## src/verilog/s16_pkg.sv

```systemverilog
/* Shared definitions for the main CPU glue: game identifiers,
   decoded memory-map regions and bus widths */
`default_nettype none

package s16_pkg;

    // Game identifiers, anything but game_sdi runs as the default game
    localparam logic [7:0] game_default = 8'h00;
    localparam logic [7:0] game_sdi     = 8'h01;  // Analog-input cabinet

    localparam int addr_w = 23;  // Word address, bits 23 to 1
    localparam int data_w = 16;

    // Line where the VBLANK interrupt fires
    localparam logic [8:0] vblank_line = 9'd223;

    // Decoded regions; the I/O area is split by address bits 13:12
    typedef enum logic [3:0] {
        rgn_none   = 4'd0,
        rgn_rom    = 4'd1,
        rgn_vram   = 4'd2,
        rgn_char   = 4'd3,
        rgn_objram = 4'd4,
        rgn_pal    = 4'd5,
        rgn_io     = 4'd6,   // Unused I/O slot, reads ones
        rgn_wdog   = 4'd7,
        rgn_ram    = 4'd8,
        rgn_io_ppi = 4'd9,   // 8255
        rgn_io_cab = 4'd10,  // Cabinet inputs
        rgn_io_dip = 4'd11   // DIP switches
    } region_t;

endpackage

`default_nettype wire
```

## src/verilog/s16_main_glue.sv

```systemverilog
/* Main CPU glue top level: bus control, clock enable, cabinet I/O,
   PPI and VBLANK interrupt */
`timescale 1ns/10ps
`default_nettype none

module s16_main_glue import s16_pkg::*; #(
    parameter int cen_num = 29,
    parameter int cen_den = 146
) (
    input  logic              clk,
    input  logic              rst,
    input  logic [7:0]        game_id,
    // CPU bus
    input  logic [addr_w:1]   addr,
    input  logic              as_n,
    input  logic              uds_n,
    input  logic              lds_n,
    input  logic              rnw,
    input  logic [2:0]        fc,
    input  logic [data_w-1:0] wdata,
    output logic [data_w-1:0] rdata,
    output logic              dtack_n,
    output logic              berr_n,
    output logic              irq_n,
    output logic              cpu_cen,
    output logic              cpu_cenb,
    // Memories
    output logic              rom_cs,
    output logic              char_cs,
    output logic              objram_cs,
    output logic              pal_cs,
    output logic              vram_cs,
    output logic              ram_cs,
    output logic [17:1]       rom_addr,
    input  logic [data_w-1:0] rom_data,
    input  logic [data_w-1:0] ram_data,
    input  logic [data_w-1:0] char_dout,
    input  logic [data_w-1:0] pal_dout,
    input  logic [data_w-1:0] obj_dout,
    input  logic              rom_ok,
    input  logic              ram_ok,
    // Video
    input  logic [8:0]        vdump,
    input  logic              hstart,
    output logic              flip,
    output logic              colscr_en,
    output logic              rowscr_en,
    // Sound
    output logic [7:0]        snd_latch,
    output logic              snd_irqn,
    input  logic              snd_ack,
    // Cabinet
    input  logic [7:0]        joystick1,
    input  logic [7:0]        joystick2,
    input  logic [15:0]       joyana1,
    input  logic [15:0]       joyana2,
    input  logic [1:0]        start_button,
    input  logic [1:0]        coin_input,
    input  logic              service,
    input  logic              dip_test,
    input  logic [7:0]        dipsw_a,
    input  logic [7:0]        dipsw_b
);

    region_t    io_sel;
    logic [1:0] io_addr, ppi_addr;
    logic       ppi_cs, ppi_we, bus_busy;
    logic [7:0] cab_dout, ppi_dout, ppi_portb, ppi_portc;

    assign rom_addr  = addr[17:1];
    assign snd_irqn  = ppi_portc[7];
    assign colscr_en = ~ppi_portc[2];
    assign rowscr_en = ~ppi_portc[1];
    assign flip      = ppi_portb[7];

    s16_bus_ctrl u_bus_ctrl (
        .clk(clk), .rst(rst), .addr(addr), .as_n(as_n), .uds_n(uds_n),
        .lds_n(lds_n), .rnw(rnw), .cpu_cen(cpu_cen),
        .char_dout(char_dout), .pal_dout(pal_dout), .obj_dout(obj_dout),
        .ram_data(ram_data), .rom_data(rom_data), .ram_ok(ram_ok),
        .rom_ok(rom_ok), .cab_dout(cab_dout),
        .rom_cs(rom_cs), .char_cs(char_cs), .objram_cs(objram_cs),
        .pal_cs(pal_cs), .vram_cs(vram_cs), .ram_cs(ram_cs),
        .io_sel(io_sel), .io_addr(io_addr), .ppi_cs(ppi_cs), .ppi_we(ppi_we),
        .ppi_addr(ppi_addr), .bus_busy(bus_busy), .rdata(rdata),
        .dtack_n(dtack_n), .berr_n(berr_n)
    );

    s16_cen_gen #(.cen_num(cen_num), .cen_den(cen_den)) u_cen_gen (
        .clk(clk), .rst(rst), .bus_busy(bus_busy),
        .cpu_cen(cpu_cen), .cpu_cenb(cpu_cenb)
    );

    s16_cab_io u_cab_io (
        .clk(clk), .rst(rst), .game_id(game_id), .io_sel(io_sel),
        .io_addr(io_addr), .ppi_dout(ppi_dout), .ppi_portb(ppi_portb),
        .joystick1(joystick1), .joystick2(joystick2), .joyana1(joyana1),
        .joyana2(joyana2), .start_button(start_button), .coin_input(coin_input),
        .service(service), .dip_test(dip_test), .dipsw_a(dipsw_a),
        .dipsw_b(dipsw_b), .cab_dout(cab_dout)
    );

    s16_ppi u_ppi (
        .clk(clk), .rst(rst), .ppi_cs(ppi_cs), .ppi_we(ppi_we),
        .ppi_addr(ppi_addr), .wdata(wdata[7:0]), .snd_ack(snd_ack),
        .ppi_dout(ppi_dout), .snd_latch(snd_latch), .ppi_portb(ppi_portb),
        .ppi_portc(ppi_portc)
    );

    s16_vblank_irq u_vblank_irq (
        .clk(clk), .rst(rst), .vdump(vdump), .hstart(hstart),
        .fc(fc), .as_n(as_n), .irq_n(irq_n)
    );

endmodule

`default_nettype wire

```

## src/verilog/s16_bus_ctrl.sv

```systemverilog
/* Main bus control: memory-map decode, chip selects, read-data register,
   DTACK with wait states and bus error */
`timescale 1ns/10ps
`default_nettype none

module s16_bus_ctrl import s16_pkg::*; (
    input  logic              clk,
    input  logic              rst,
    input  logic [addr_w:1]   addr,
    input  logic              as_n,
    input  logic              uds_n,
    input  logic              lds_n,
    input  logic              rnw,
    input  logic              cpu_cen,
    input  logic [data_w-1:0] char_dout,
    input  logic [data_w-1:0] pal_dout,
    input  logic [data_w-1:0] obj_dout,
    input  logic [data_w-1:0] ram_data,
    input  logic [data_w-1:0] rom_data,
    input  logic              ram_ok,
    input  logic              rom_ok,
    input  logic [7:0]        cab_dout,
    output logic              rom_cs,
    output logic              char_cs,
    output logic              objram_cs,
    output logic              pal_cs,
    output logic              vram_cs,
    output logic              ram_cs,
    output region_t           io_sel,
    output logic [1:0]        io_addr,
    output logic              ppi_cs,
    output logic              ppi_we,
    output logic [1:0]        ppi_addr,
    output logic              bus_busy,
    output logic [data_w-1:0] rdata,
    output logic              dtack_n,
    output logic              berr_n
);

    region_t nxt, rgn;
    logic    bus_sel;   // Address strobe with a data strobe
    logic    act;       // Cycle seen on the previous clock
    logic    held;      // Select valid for a full cycle
    logic    berr_q;

    assign bus_sel = !as_n && !(uds_n && lds_n);

    always_comb begin
        nxt = rgn_none;
        if (addr[23:22] == 2'd0 && !addr[18]) begin
            nxt = rgn_rom;  // 00-03
        end else begin
            case (addr[23:16])
                8'h40: nxt = rgn_vram;
                8'h41: nxt = rgn_char;
                8'h44: nxt = rgn_objram;
                8'h84: nxt = rgn_pal;
                8'hc4: begin
                    case (addr[13:12])
                        2'd0:    nxt = rgn_io_ppi;
                        2'd1:    nxt = rgn_io_cab;
                        2'd2:    nxt = rgn_io_dip;
                        default: nxt = rgn_io;
                    endcase
                end
                8'hc6: nxt = rgn_wdog;  // Decoded only
                8'hc7: nxt = rgn_ram;
                default: nxt = rgn_none;
            endcase
        end
    end

    always_ff @(posedge clk or posedge rst) begin
        if (rst) begin
            rgn     <= rgn_none;
            io_addr <= 2'd0;
            act     <= 1'b0;
            held    <= 1'b0;
            ppi_we  <= 1'b0;
            berr_q  <= 1'b0;
            dtack_n <= 1'b1;
        end else begin
            act    <= bus_sel;
            held   <= bus_sel && act;
            ppi_we <= bus_sel && !act && nxt == rgn_io_ppi && !rnw && !lds_n;
            berr_q <= bus_sel && act && rgn == rgn_none;  // Unmapped
            rgn    <= bus_sel ? nxt : rgn_none;
            if (bus_sel) io_addr <= addr[2:1];
            if (as_n) begin
                dtack_n <= 1'b1;
            end else if (held && rgn != rgn_none && cpu_cen && !bus_busy) begin
                dtack_n <= 1'b0;
            end
        end
    end

    // Sample the source until DTACK goes out
    always_ff @(posedge clk) begin
        if (dtack_n) begin
            case (rgn)
                rgn_rom:            rdata <= rom_data;
                rgn_vram, rgn_ram:  rdata <= ram_data;
                rgn_char:           rdata <= char_dout;
                rgn_objram:         rdata <= obj_dout;
                rgn_pal:            rdata <= pal_dout;
                rgn_io_ppi, rgn_io_cab, rgn_io_dip:
                                    rdata <= {8'hff, cab_dout};
                default:            rdata <= {data_w{1'b1}};
            endcase
        end
    end

    assign rom_cs    = rgn == rgn_rom;
    assign char_cs   = rgn == rgn_char;
    assign objram_cs = rgn == rgn_objram;
    assign pal_cs    = rgn == rgn_pal;
    assign vram_cs   = rgn == rgn_vram;
    assign ram_cs    = rgn == rgn_ram;
    assign ppi_cs    = rgn == rgn_io_ppi;
    assign io_sel    = rgn;
    assign ppi_addr  = io_addr;

    // SDRAM not ready yet
    assign bus_busy = (rom_cs && !rom_ok) || ((ram_cs || vram_cs) && !ram_ok);
    assign berr_n   = !berr_q || as_n;

endmodule

`default_nettype wire

```

## src/verilog/s16_vblank_irq.sv

```systemverilog
/* VBLANK interrupt request, set at line start and cleared by the
   interrupt acknowledge cycle */
`timescale 1ns/10ps
`default_nettype none

module s16_vblank_irq import s16_pkg::*; (
    input  logic       clk,
    input  logic       rst,
    input  logic [8:0] vdump,
    input  logic       hstart,
    input  logic [2:0] fc,
    input  logic       as_n,
    output logic       irq_n
);

    logic last_hstart;
    logic inta;

    assign inta = fc == 3'd7 && !as_n;  // CPU space cycle

    always_ff @(posedge clk or posedge rst) begin
        if (rst) begin
            irq_n       <= 1'b1;
            last_hstart <= 1'b0;
        end else begin
            last_hstart <= hstart;
            if (inta) begin
                irq_n <= 1'b1;
            end else if (hstart && !last_hstart && vdump == vblank_line) begin
                irq_n <= 1'b0;
            end
        end
    end

endmodule

`default_nettype wire

```

## src/verilog/s16_ppi.sv

```systemverilog
/* Mode-0 8255-style parallel interface, three output ports
   and the control word with port C bit set/reset */
`timescale 1ns/10ps
`default_nettype none

module s16_ppi (
    input  logic       clk,
    input  logic       rst,
    input  logic       ppi_cs,
    input  logic       ppi_we,
    input  logic [1:0] ppi_addr,
    input  logic [7:0] wdata,
    input  logic       snd_ack,
    output logic [7:0] ppi_dout,
    output logic [7:0] snd_latch,
    output logic [7:0] ppi_portb,
    output logic [7:0] ppi_portc
);

    logic [7:0] porta, portb, portc;

    always_ff @(posedge clk or posedge rst) begin
        if (rst) begin
            porta <= 8'h00;   // Sound latch starts clear
            portb <= 8'hff;
            portc <= 8'hff;
        end else if (ppi_cs && ppi_we) begin
            case (ppi_addr)
                2'd0: porta <= wdata;
                2'd1: portb <= wdata;
                2'd2: portc <= wdata;
                default: begin
                    if (wdata[7]) begin
                        // Mode set
                        porta <= 8'hff;
                        portb <= 8'hff;
                        portc <= 8'hff;
                    end else begin
                        portc[wdata[3:1]] <= wdata[0];  // Bit set/reset
                    end
                end
            endcase
        end
    end

    // Port C bit 6 is an input from the sound CPU
    always_comb begin
        case (ppi_addr)
            2'd0:    ppi_dout = porta;
            2'd1:    ppi_dout = portb;
            2'd2:    ppi_dout = {portc[7], snd_ack, portc[5:0]};
            default: ppi_dout = 8'hff;
        endcase
    end

    assign snd_latch = porta;
    assign ppi_portb = portb;
    assign ppi_portc = portc;

endmodule

`default_nettype wire

```

## src/verilog/s16_cab_io.sv

```systemverilog
/* Cabinet input multiplexer: PPI read-back, coin and start bits,
   joysticks reordered per game and DIP switch banks */
`timescale 1ns/10ps
`default_nettype none

module s16_cab_io import s16_pkg::*; (
    input  logic        clk,
    input  logic        rst,
    input  logic [7:0]  game_id,
    input  region_t     io_sel,
    input  logic [1:0]  io_addr,
    input  logic [7:0]  ppi_dout,
    input  logic [7:0]  ppi_portb,
    input  logic [7:0]  joystick1,
    input  logic [7:0]  joystick2,
    input  logic [15:0] joyana1,
    input  logic [15:0] joyana2,
    input  logic [1:0]  start_button,
    input  logic [1:0]  coin_input,
    input  logic        service,
    input  logic        dip_test,
    input  logic [7:0]  dipsw_a,
    input  logic [7:0]  dipsw_b,
    output logic [7:0]  cab_dout
);

    logic       is_sdi;
    logic [7:0] sort1, sort2;
    logic [7:0] ana1, ana2;

    // Board wiring of the joystick connector
    function automatic logic [7:0] sort_joy(input logic [7:0] joy);
        sort_joy = {joy[1:0], joy[3:2], joy[7], joy[5:4], joy[6]};
    endfunction

    assign is_sdi = game_id == game_sdi;
    assign sort1  = sort_joy(joystick1);
    assign sort2  = sort_joy(joystick2);

    // Port B bit 2 picks the high byte of the analog inputs
    assign ana1 = ppi_portb[2] ? ~joyana1[15:8] : joyana1[7:0];
    assign ana2 = ppi_portb[2] ? ~joyana2[15:8] : joyana2[7:0];

    always_ff @(posedge clk or posedge rst) begin
        if (rst) begin
            cab_dout <= 8'hff;
        end else begin
            cab_dout <= 8'hff;  // Nothing selected
            case (io_sel)
                rgn_io_ppi: cab_dout <= ppi_dout;
                rgn_io_cab: begin
                    case (io_addr)
                        2'd0: begin
                            cab_dout <= {2'b11, start_button, service, dip_test, coin_input};
                            if (is_sdi) begin
                                cab_dout[7] <= joystick2[4];  // Fire buttons
                                cab_dout[6] <= joystick1[4];
                            end
                        end
                        2'd1: cab_dout <= is_sdi ? ana1 : sort1;
                        2'd2: begin
                            if (is_sdi) cab_dout <= {sort2[7:4], sort1[7:4]};
                        end
                        default: cab_dout <= is_sdi ? ana2 : sort2;
                    endcase
                end
                rgn_io_dip: cab_dout <= io_addr[0] ? dipsw_b : dipsw_a;
                default: cab_dout <= 8'hff;
            endcase
        end
    end

endmodule

`default_nettype wire

```

## src/verilog/s16_cen_gen.sv

```systemverilog
/* Fractional CPU clock enable with a half-period second phase,
   frozen while the bus waits for memory */
`timescale 1ns/10ps
`default_nettype none

module s16_cen_gen #(
    parameter int cen_num = 29,
    parameter int cen_den = 146
) (
    input  logic clk,
    input  logic rst,
    input  logic bus_busy,
    output logic cpu_cen,
    output logic cpu_cenb
);

    localparam int aw = $clog2(cen_den) + 1;  // Room for acc + num

    localparam logic [aw-1:0] num  = aw'(cen_num);
    localparam logic [aw-1:0] den  = aw'(cen_den);
    localparam logic [aw-1:0] half = aw'(cen_den / 2);

    logic [aw-1:0] acc;
    logic [aw-1:0] sum;
    logic          wrap;

    assign sum  = acc + num;
    assign wrap = sum >= den;

    always_ff @(posedge clk or posedge rst) begin
        if (rst) begin
            acc      <= '0;
            cpu_cen  <= 1'b0;
            cpu_cenb <= 1'b0;
        end else if (bus_busy) begin
            cpu_cen  <= 1'b0;   // Accumulator holds
            cpu_cenb <= 1'b0;
        end else begin
            cpu_cen  <= wrap;
            // Crossing the midpoint gives the second phase
            cpu_cenb <= acc < half && sum >= half;
            acc      <= wrap ? sum - den : sum;
        end
    end

endmodule

`default_nettype wire

```

## config.mk

```make
export PLATFORM = sky130hd
export DESIGN_NAME = s16_main_glue
export DESIGN_NICKNAME = d
export VERILOG_FILES = /design/src/verilog/s16_pkg.sv /design/src/verilog/s16_main_glue.sv /design/src/verilog/s16_bus_ctrl.sv /design/src/verilog/s16_vblank_irq.sv /design/src/verilog/s16_ppi.sv /design/src/verilog/s16_cab_io.sv /design/src/verilog/s16_cen_gen.sv
export SDC_FILE = /design/constraint.sdc
export NUM_CORES = 1
export LEC_CHECK = 0
export ABC_AREA = 0
export BUFFER_PORTS_ARGS = -buffer_cell sky130_fd_sc_hd__buf_2
export CAP_MARGIN = 20
export CORE_MARGIN = 2
export CORE_UTILIZATION = 52
export DETAILED_ROUTE_END_ITERATION = 7
export PLACE_DENSITY = 0.95
export SETUP_SLACK_MARGIN = 0.3
export SLEW_MARGIN = 20
export SYNTH_ARGS = -nofsm -noshare
export SYNTH_HDL_FRONTEND = slang
export SYNTH_HIERARCHICAL = 1
export SYNTH_SLANG_ARGS = --single-unit
```

## constraint.sdc

```tcl
create_clock -name clk -period 9.3 [get_ports clk]
set_input_delay 1.395 -clock clk [delete_from_list [all_inputs] [get_ports clk]]
set_output_delay 1.395 -clock clk [all_outputs]
set_load 0.02 [all_outputs]
```

* Yosys cells after proc, flatten, opt, wreduce, memory -nomap -nowiden *
Index checks and enable logic that the tools add are counted.

storage, ports and cells
  bits in latches = 0
  memories kept = 0
  logic and storage cells = 136
  output and inout bits = 56
  memory bits (read-only) = 0
  flip-flop bits (word level) = 72
  bits in writable memories = 0
  bits of input ports = 219

cells by class
  bitwise logic cells = 7
  mux-type cells = 30
  multipliers = 0
  shift-type cells = 0
  reduce and logical (&&, ||, !) cells = 51
  equality and inequality tests = 24
  divide/modulo/power cells = 0
  order comparisons = 5
  add/sub/neg operators = 2

operators with widths
  kind                                                                   count
  16-bit case mux with 6 select lines                                    1
  8-bit case mux with 3 select lines                                     3
  8-bit two-way mux                                                      8
  8-bit case mux with 2 select lines                                     3
  8-bit equality test, second input constant                             4
  4-bit case mux with 7 select lines                                     1
  8-bit by 7-bit equality test with 1-bit output, second input constant  3
  4-bit equality test, second input constant                             5
  1-bit logical AND                                                      20
  8-bit inverter                                                         2
  4-bit case mux with 3 select lines                                     1
  1-bit zero test                                                        11
  9-bit by 5-bit adder with 9-bit output, second input constant          1
  9-bit by 8-bit equality test with 1-bit output, second input constant  1
  9-bit by 7-bit >= comparator with 1-bit output, second input constant  1
  9-bit by 8-bit >= comparator with 1-bit output, second input constant  1
  9-bit by 7-bit < comparator with 1-bit output, second input constant   1
  9-bit two-way mux                                                      1
  9-bit by 8-bit subtractor with 9-bit output, second input constant     1
  8-bit bitwise mux                                                      1
  4-bit by 2-bit equality test with 1-bit output, second input constant  2
  4-bit by 3-bit equality test with 1-bit output, second input constant  2
  8-bit by 1-bit equality test with 1-bit output, second input constant  1
  4-bit two-way mux                                                      2
  19 further kinds                                                       42

* Depth between registers and ports, before layout *
Gate-level depths: netlist of run 1.

  word-level depth = 8
  mapped depth = 11
  gate-level depth less buffers = 10

* Hierarchy *
Netlist of run 1, hierarchy kept.

by module, submodules not included
  module          area an instance (sq um)  cells each  times used
  s16_bus_ctrl    1924.3                    211         1
  s16_ppi         1457.6                    148         1
  s16_cen_gen     1233.7                    139         1
  s16_cab_io      1163.6                    147         1
  s16_main_glue   135.1                     19          1
  s16_vblank_irq  100.1                     9           1

* Worst setup path after synthesis of run 1 *
No wires, ideal clock.

  path type = input -> register
  start point = input rom_ok
  end point = register u_cen_gen.acc[3]
  arrival time = 2.933 ns
  data required time = 9.176 ns
  slack = 6.242 ns
  path buffers = 1
  stages = 7
  library setup time = 0.124 ns
  path through = inv_1 a22o_1 clkbuf_1 or4_1 or4_1 o221a_2 xnor2_1

on the way
  longest elaborated chain between the ends = 3

RTL lines
  what                  line                 source
  from (decl)           s16_main_glue.sv:40  input logic rom_ok,
  1-bit zero test       s16_bus_ctrl.sv:124  assign bus_busy = (rom_cs && !rom_ok) || ((ram_cs || vram_cs) && !ram_ok);
  1-bit logical AND     s16_bus_ctrl.sv:124
  1-bit logical OR      s16_bus_ctrl.sv:124
  via bus_busy          s16_main_glue.sv:67  logic ppi_cs, ppi_we, bus_busy;
  to (signal assigned)  s16_cen_gen.sv:42    acc <= wrap ? sum - den : sum;
  to (decl)             s16_cen_gen.sv:23    logic [aw-1:0] acc;

The timed path passes the listed nets, and every way through them passes these cells.
A chain may end at the register's enable or synchronous reset.

* Worst setup path after layout of run 1 *
  start point = register u_bus_ctrl.rgn[2] (netlist: u_bus_ctrl/io_sel[2])
  end point = output objram_cs

on the way
  longest elaborated chain between the ends = 1

RTL lines
  what                                            line                 source
  from (decl)                                     s16_bus_ctrl.sv:40   region_t nxt, rgn;
  from (signal assigned)                          s16_bus_ctrl.sv:75   rgn <= rgn_none;
  from (signal assigned)                          s16_bus_ctrl.sv:87   rgn <= bus_sel ? nxt : rgn_none;
  4-bit by 3-bit equality test with 1-bit output  s16_bus_ctrl.sv:115  assign objram_cs = rgn == rgn_objram;
  to (decl)                                       s16_main_glue.sv:30  output logic objram_cs,

No other way between the ends.

==> flow_metrics.env, run 1 <==
export IMPL_p_seq_share_pct=33.3
export IMPL_via_count=6182
export IMPL_post_drt_wl_per_cell_microns=18.8
export IMPL_htreeDepth=3
export IMPL_fin_crit_sh_pct=41.8
export IMPL_antennaDiodeCount=0
export IMPL_boundaryPins=275
export IMPL_clk_pin_slew_ns=0.06
export IMPL_grt_pass1_wl_microns=29700
export IMPL_place_gp_congestion=0.929
export IMPL_pwr_share_comb_pct=41.9
export IMPL_clock_skew_ns=0.00803
export IMPL_highest_layer="met4"
export IMPL_grt_max_degree=35
export IMPL_syn2layout_area_growth_pct=21.7
export IMPL_critPathSlowestCell="dfrtp_1"
export IMPL_post_cts_setup_buffer_count=0
export IMPL_hold_violations=0
export IMPL_wl_met1_microns=7640
export IMPL_grt_overflow=0
export IMPL_cts_root_buf="clkbuf_16"
export IMPL_holdBufCountCts=0
export IMPL_critPathBufInv=2
export IMPL_rows=39
export IMPL_first_pass_iters=6
export IMPL_crit_chain="inv_1 > nor3_2 > buf_2"
export IMPL_syn_area_sq_um=5960
export IMPL_grt_usage_pct=29.4
export IMPL_nets=1085
export IMPL_period_needed_ns=3.89
export IMPL_clockBufferDepth=2
export IMPL_start_kind="flop"
export IMPL_fp_dieH_microns=111
export IMPL_syn_instance_count=668
export IMPL_worstPathArrival_ns=2.49
export IMPL_numCtsBuffers=9
export IMPL_yosysWarningCount=6
export IMPL_avgSynthCellArea_sq_um=8.92
export IMPL_hold_path_class="flop to flop"
export IMPL_die_area_sq_um=12300
export IMPL_end_kind="output port"
export IMPL_numPortBuffers=244
export IMPL_post_dp_hpwl_microns=14100
export IMPL_switching_share_pct=40.2
export IMPL_wl_met3_microns=1660
export IMPL_dr_wl_met2_microns=9080
export IMPL_rsz0062_at_grt="false"
export IMPL_outcome="finished, final reports clean"
export IMPL_critPathMaxStageDelay_ns=0.87
export IMPL_timing_slew_headroom_pct=37.7
export IMPL_hold_start="u_vblank_irq/irq_n"
export IMPL_drive_gt1_share_pct=39.3
export IMPL_clk_latency_ns=0.33
export IMPL_power_mw=1.34
export IMPL_p_sw_mw=0.540
export IMPL_worstReg2RegStart="u_cen_gen/acc[0]"
export IMPL_slew_violations=0
export IMPL_crit_fanout=27
export IMPL_grt_pass1_vias=5916
export IMPL_crit_start="u_bus_ctrl/io_sel[2]"
export IMPL_ant_nets=0
export IMPL_viasPerCell=6.16
export IMPL_grt_antenna_before_repair=0
export IMPL_finalSetupViolCount=0
export IMPL_powerDensity_nw_per_um2=185
export IMPL_routed_wl_microns=18900
export IMPL_worst_ep_required_time_ns=7.91
export IMPL_power_frac_clock_pct=24.8
export IMPL_ir_drop_uv=114
export IMPL_worstMarginPinSlew_ns=0.929
export IMPL_internal_power_mw=0.801
export IMPL_coreArea_sq_um=11300
export IMPL_path_delay_family="flip-flops"
export IMPL_cts_sinks=71
export IMPL_drtIter0Drc=829
export IMPL_fillCellCount=957
export IMPL_tns_ns=0
export IMPL_drv_cap=0
export IMPL_start_util_pct=52.6
export IMPL_synth_nets=897
export IMPL_cts_resized=0
export IMPL_setup_worst_path_class="flop to output port"
export IMPL_leakagePower_nw=3.10
export IMPL_fmax_mhz=257
export IMPL_fp_dieW_microns=111
export IMPL_cts_tree="done"
export IMPL_drc_errors=0
## final cells by class
cell class | count | area [sq um] | share of cell area (%)
clock inverters | 6 | 48.8 | 0.673
clock buffers | 10 | 239 | 3.30
repair buffers | 246 | 1240 | 17.0
inverters | 40 | 150 | 2.07
multi-input cells | 488 | 3510 | 48.4
flip-flops and latches | 71 | 1890 | 26.0
well taps | 143 | 179 | 2.47
## state kept, by name, indices dropped and copies added, names as in the netlist
name                      cells
u_bus_ctrl/act                1
u_bus_ctrl/berr_q             1
u_bus_ctrl/dtack_n            1
u_bus_ctrl/held               1
u_bus_ctrl/io_addr            2
u_bus_ctrl/io_sel             4
u_bus_ctrl/ppi_we             1
u_bus_ctrl/rdata             16
u_cab_io/cab_dout             8
u_cen_gen/acc                 9
u_cen_gen/cpu_cen             1
u_cen_gen/cpu_cenb            1
u_ppi/ppi_portb               8
u_ppi/ppi_portc               7
u_ppi/snd_latch               8
u_vblank_irq/irq_n            1
u_vblank_irq/last_hstart      1
## per-layer routing
metal,GRT usage [%],vias up
met4,11.0,0
met5,0,-
met3,5.47,49
met2,49.7,383
li1,-,2869
met1,37.6,2881
## cells in the final DEF (no fill, tap or decap), types with 4 or more instances in the layout
master,count
a221oi_1,9
nand3b_1,6
a2111oi_4,4
xnor2_1,7
clkbuf_16,9
o32ai_1,6
a21oi_1,41
nand2_1,56
nand4b_1,6
buf_2,244
o211ai_1,12
nand4_1,10
a22o_1,4
mux2i_1,13
edfxtp_1,16
and3_1,8
nor2_1,21
nand2b_1,7
nand3_1,18
ha_1,10
o31ai_1,4
mux2_2,15
nor2b_1,32
a22oi_1,25
nor3_1,10
dfrtp_1,30
a211oi_1,7
inv_1,38
o221ai_1,13
dfstp_2,25
o21a_1,10
a21o_1,9
o21ai_0,35
## worst min-delay path: stages (launching register included)
cell and delay (ns):
dfstp_2 0.36, o31ai_1 0.06, nand2_1 0.06
## stage by stage
| step | std cells | utilization, % | worst slack [ns] | hold WS [ns] | area, sq um |
|---|---|---|---|---|---|
| floorplan | 668 | - | 6.24 | 0.464 | 5960 |
| global placement | 988 | 61.5 | 5.78 | 0.476 | 6960 |
| detailed placement | 988 | 61.5 | 5.68 | 0.485 | 6960 |
| CTS | 1004 | 64.0 | 5.40 | 0.495 | 7250 |
| global route | 1004 | 64.0 | 5.27 | 0.520 | 7250 |
| finish | 1004 | 64.0 | 5.41 | 0.494 | 7250 |
## worst paths after layout
check,to,slack [ns],depth (start not counted)
max in group asynchronous,u_ppi/snd_latch[2],7.46,2
min in group asynchronous,u_vblank_irq/last_hstart,0.99,2
worst max-delay path,objram_cs,5.41,3
worst min-delay path,u_vblank_irq/irq_n,0.49,2
worst min register to register,u_vblank_irq/irq_n,0.49,2
worst max register to register,u_cen_gen/acc[4],5.52,9
## power by group through the flow
stage                     Combinational (mW)  Clock (mW)  Sequential, mW
after floorplan                        0.483           0           0.392
after global placement                 0.524           0           0.446
after detailed placement               0.544           0           0.448
after CTS                              0.552       0.341           0.443
after global routing                   0.609       0.351           0.455
final                                  0.562       0.332           0.447
Power figures use the tool's default switching activity.
==> inputs of run 2 (changes only) <==
- ABC_AREA: 0 -> 1
- CORE_UTILIZATION: 52 -> 48
- PLACE_DENSITY: 0.95 -> 0.92
- clock period: 9.3 -> 3.7 ns (I/O delays scaled with it)
==> run 2 against run 1 <==
  * Sequential cell count stayed put
  * Global-route usage down 2.6 points
  * Combinational power rose by 130%
  * Worst setup slack lost 4.2 ns
  * Clock-buffer cell count is the same
  * Clock power grew to 2.9 times the previous value
  * Sequential power is 120% higher
  * Critical endpoint is now u_cen_gen/acc[8]
  * Highest routed layer unchanged
  * Die area grew 8.5%
==> flow_metrics.env, run 2 <==
export IMPL_fin_crit_sh_pct=67.2
export IMPL_clk_pin_slew_ns=0.06
export IMPL_fp_dieW_microns=116
export IMPL_hold_path_class="input port to async pin"
export IMPL_drive_gt1_share_pct=30.0
export IMPL_setup_worst_path_class="flop to flop"
export IMPL_post_dp_hpwl_microns=14500
export IMPL_outcome="finished, final reports clean"
export IMPL_grt_usage_pct=26.8
export IMPL_syn2layout_area_growth_pct=23.7
export IMPL_finalSetupViolCount=0
export IMPL_ant_nets=0
export IMPL_mostFrequentLayoutCell="nand2_1"
export IMPL_worstPathArrival_ns=2.71
export IMPL_largest_register="u_bus_ctrl/rdata"
export IMPL_post_cts_setup_buffer_count=0
export IMPL_post_place_ws_ns=1.28
export IMPL_crit_top_cell="nand2_1"
export IMPL_largest_register_ffs=16
export IMPL_p_sw_mw=1.26
export IMPL_pwr_share_comb_pct=39.9
export IMPL_nets=1373
export IMPL_post_route_util_pct=61.1
export IMPL_rsz0062_at_grt="false"
export IMPL_reg_top3="u_bus_ctrl/rdata (16), u_cen_gen/acc (9)"
export IMPL_holdBufCountCts=0
export IMPL_placed_cell_area_sq_um=7060
export IMPL_hold_violations=0
export IMPL_grt_overflow=0
export IMPL_numPortBuffers=244
export IMPL_cts_root_buf="clkbuf_16"
export IMPL_finalNonFillerCells=1318
export IMPL_critPathMaxStageDelay_ns=0.66
export IMPL_internal_power_mw=2.00
export IMPL_slew_violations=0
export IMPL_fp_dieH_microns=116
export IMPL_worst_ep_required_time_ns=3.93
export IMPL_clockBufferDepth=2
export IMPL_crit_fanout=17
export IMPL_power_frac_clock_pct=29.8
export IMPL_place_gp_congestion=0.922
export IMPL_rows=40
export IMPL_dp_cells=1301
export IMPL_period_needed_ns=2.48
export IMPL_switching_share_pct=38.6
export IMPL_yosysWarningCount=6
export IMPL_die_area_sq_um=13400
export IMPL_power_mw=3.25
export IMPL_avgSynthCellArea_sq_um=6.40
export IMPL_worst_slack_ns=1.22
export IMPL_numCtsBuffers=9
export IMPL_worstMarginPinSlew_ns=0.867
export IMPL_holdWs_ns=0.117
export IMPL_boundaryPins=275
export IMPL_mostFrequentLayoutCells="nand2_1 (339), buf_2 (244), inv_1 (129), nand3_1 (81), nor2_1 (70)"
export IMPL_ir_drop_uv=231
export IMPL_syn_area_sq_um=5990
export IMPL_drtIter0Drc=428
export IMPL_crit_chain="inv_1 > nand2_1 > o21ai_2 > nand2_1 > nand2_1 > inv_1 > nand2_4 > inv_2 > nand2_2 > nand2_2"
export IMPL_drc_errors=0
export IMPL_grt_pass1_wl_microns=28000
export IMPL_critPathSlowestCell="o21ai_2"
export IMPL_coreArea_sq_um=12100
export IMPL_first_pass_iters=7
export IMPL_cts_tree="done"
export IMPL_leakagePower_nw=4.03
export IMPL_via_count=6574
export IMPL_start_util_pct=49.4
export IMPL_tns_ns=0
export IMPL_htreeDepth=3
export IMPL_cts_sinks=71
export IMPL_p_seq_share_pct=30.3
export IMPL_design_area_sq_um=7410
export IMPL_powerDensity_nw_per_um2=439
export IMPL_post_drt_wl_per_cell_microns=13.9
export IMPL_routed_wl_microns=18300
export IMPL_clock_skew_ns=0.00544
export IMPL_grt_pass1_vias=6116
export IMPL_end_kind="flop"
export IMPL_synth_nets=1164
export IMPL_fmax_mhz=402
export IMPL_drv_cap=0
export IMPL_syn_instance_count=935
export IMPL_cts_resized=0
export IMPL_timing_slew_headroom_pct=42.1
export IMPL_clk_latency_ns=0.34
export IMPL_grt_antenna_before_repair=1
export IMPL_start_kind="flop"
export IMPL_viasPerCell=4.99
export IMPL_grt_max_degree=28
## run 2: changes by cell type in the layout (fill, tap and decap cells not counted), moves of 15 or more
cell	before	now
nand2_1	56	339
inv_1	38	129
nand3_1	18	81
nor2_1	21	70
nor2b_1	32	0
a22oi_1	25	8
o21ai_0	35	19
mux2_2	15	0
## run 2: power groups by stage
stage | Combinational [mW] | Clock, mW | Sequential [mW]
CTS | 1.28 | 0.990 | 0.985
global placement | 1.24 | 0 | 0.995
global route | 1.47 | 1.02 | 0.998
finish | 1.30 | 0.970 | 0.985
floorplan | 0.983 | 0 | 0.984
detailed placement | 1.26 | 0 | 0.998
## run 2: layer usage
layer / track usage [%] / wire, microns / part of all wire [%]
met5: 0 / 0 / 0
met4: 13.3 / 606 / 3.3
met1: 30.5 / 7130 / 39
met2: 49.2 / 9100 / 50
met3: 3.77 / 1440 / 7.9
## run 2: layout make-up
type / count / area [sq um]
fillers: 1126 / 4710
repair buffers: 244 / 1220
well taps: 168 / 210
diodes: 1 / 2.50
multi-input cells: 675 / 3200
clock inverters: 6 / 88.8
inverters: 143 / 546
flip-flops and latches: 71 / 1890
clock buffers: 10 / 250
## run 2: path summary, 6_finish.rpt
kind	start	end	slack, ns	cells after the start
setup / recovery	u_bus_ctrl/io_sel[2]	u_cen_gen/acc[8]	1.22	10
min in group clk	hstart	u_vblank_irq/last_hstart	0.34	1
hold / removal	rst	u_vblank_irq/last_hstart	0.12	2
max in group asynchronous	rst	u_ppi/snd_latch[2]	2.71	2
hold reg to reg	u_vblank_irq/irq_n	u_vblank_irq/irq_n	0.47	2
setup reg to reg	u_bus_ctrl/io_sel[2]	u_cen_gen/acc[8]	1.22	10
## run 2: critical path: cells and delay by family, from the launching register on
family                 cells  cell delay (ns)
AO/OA/AOI/OAI              1             0.66
buffers and inverters      3             0.38
AND/OR/NAND/NOR            6             0.93
flip-flops                 1             0.42
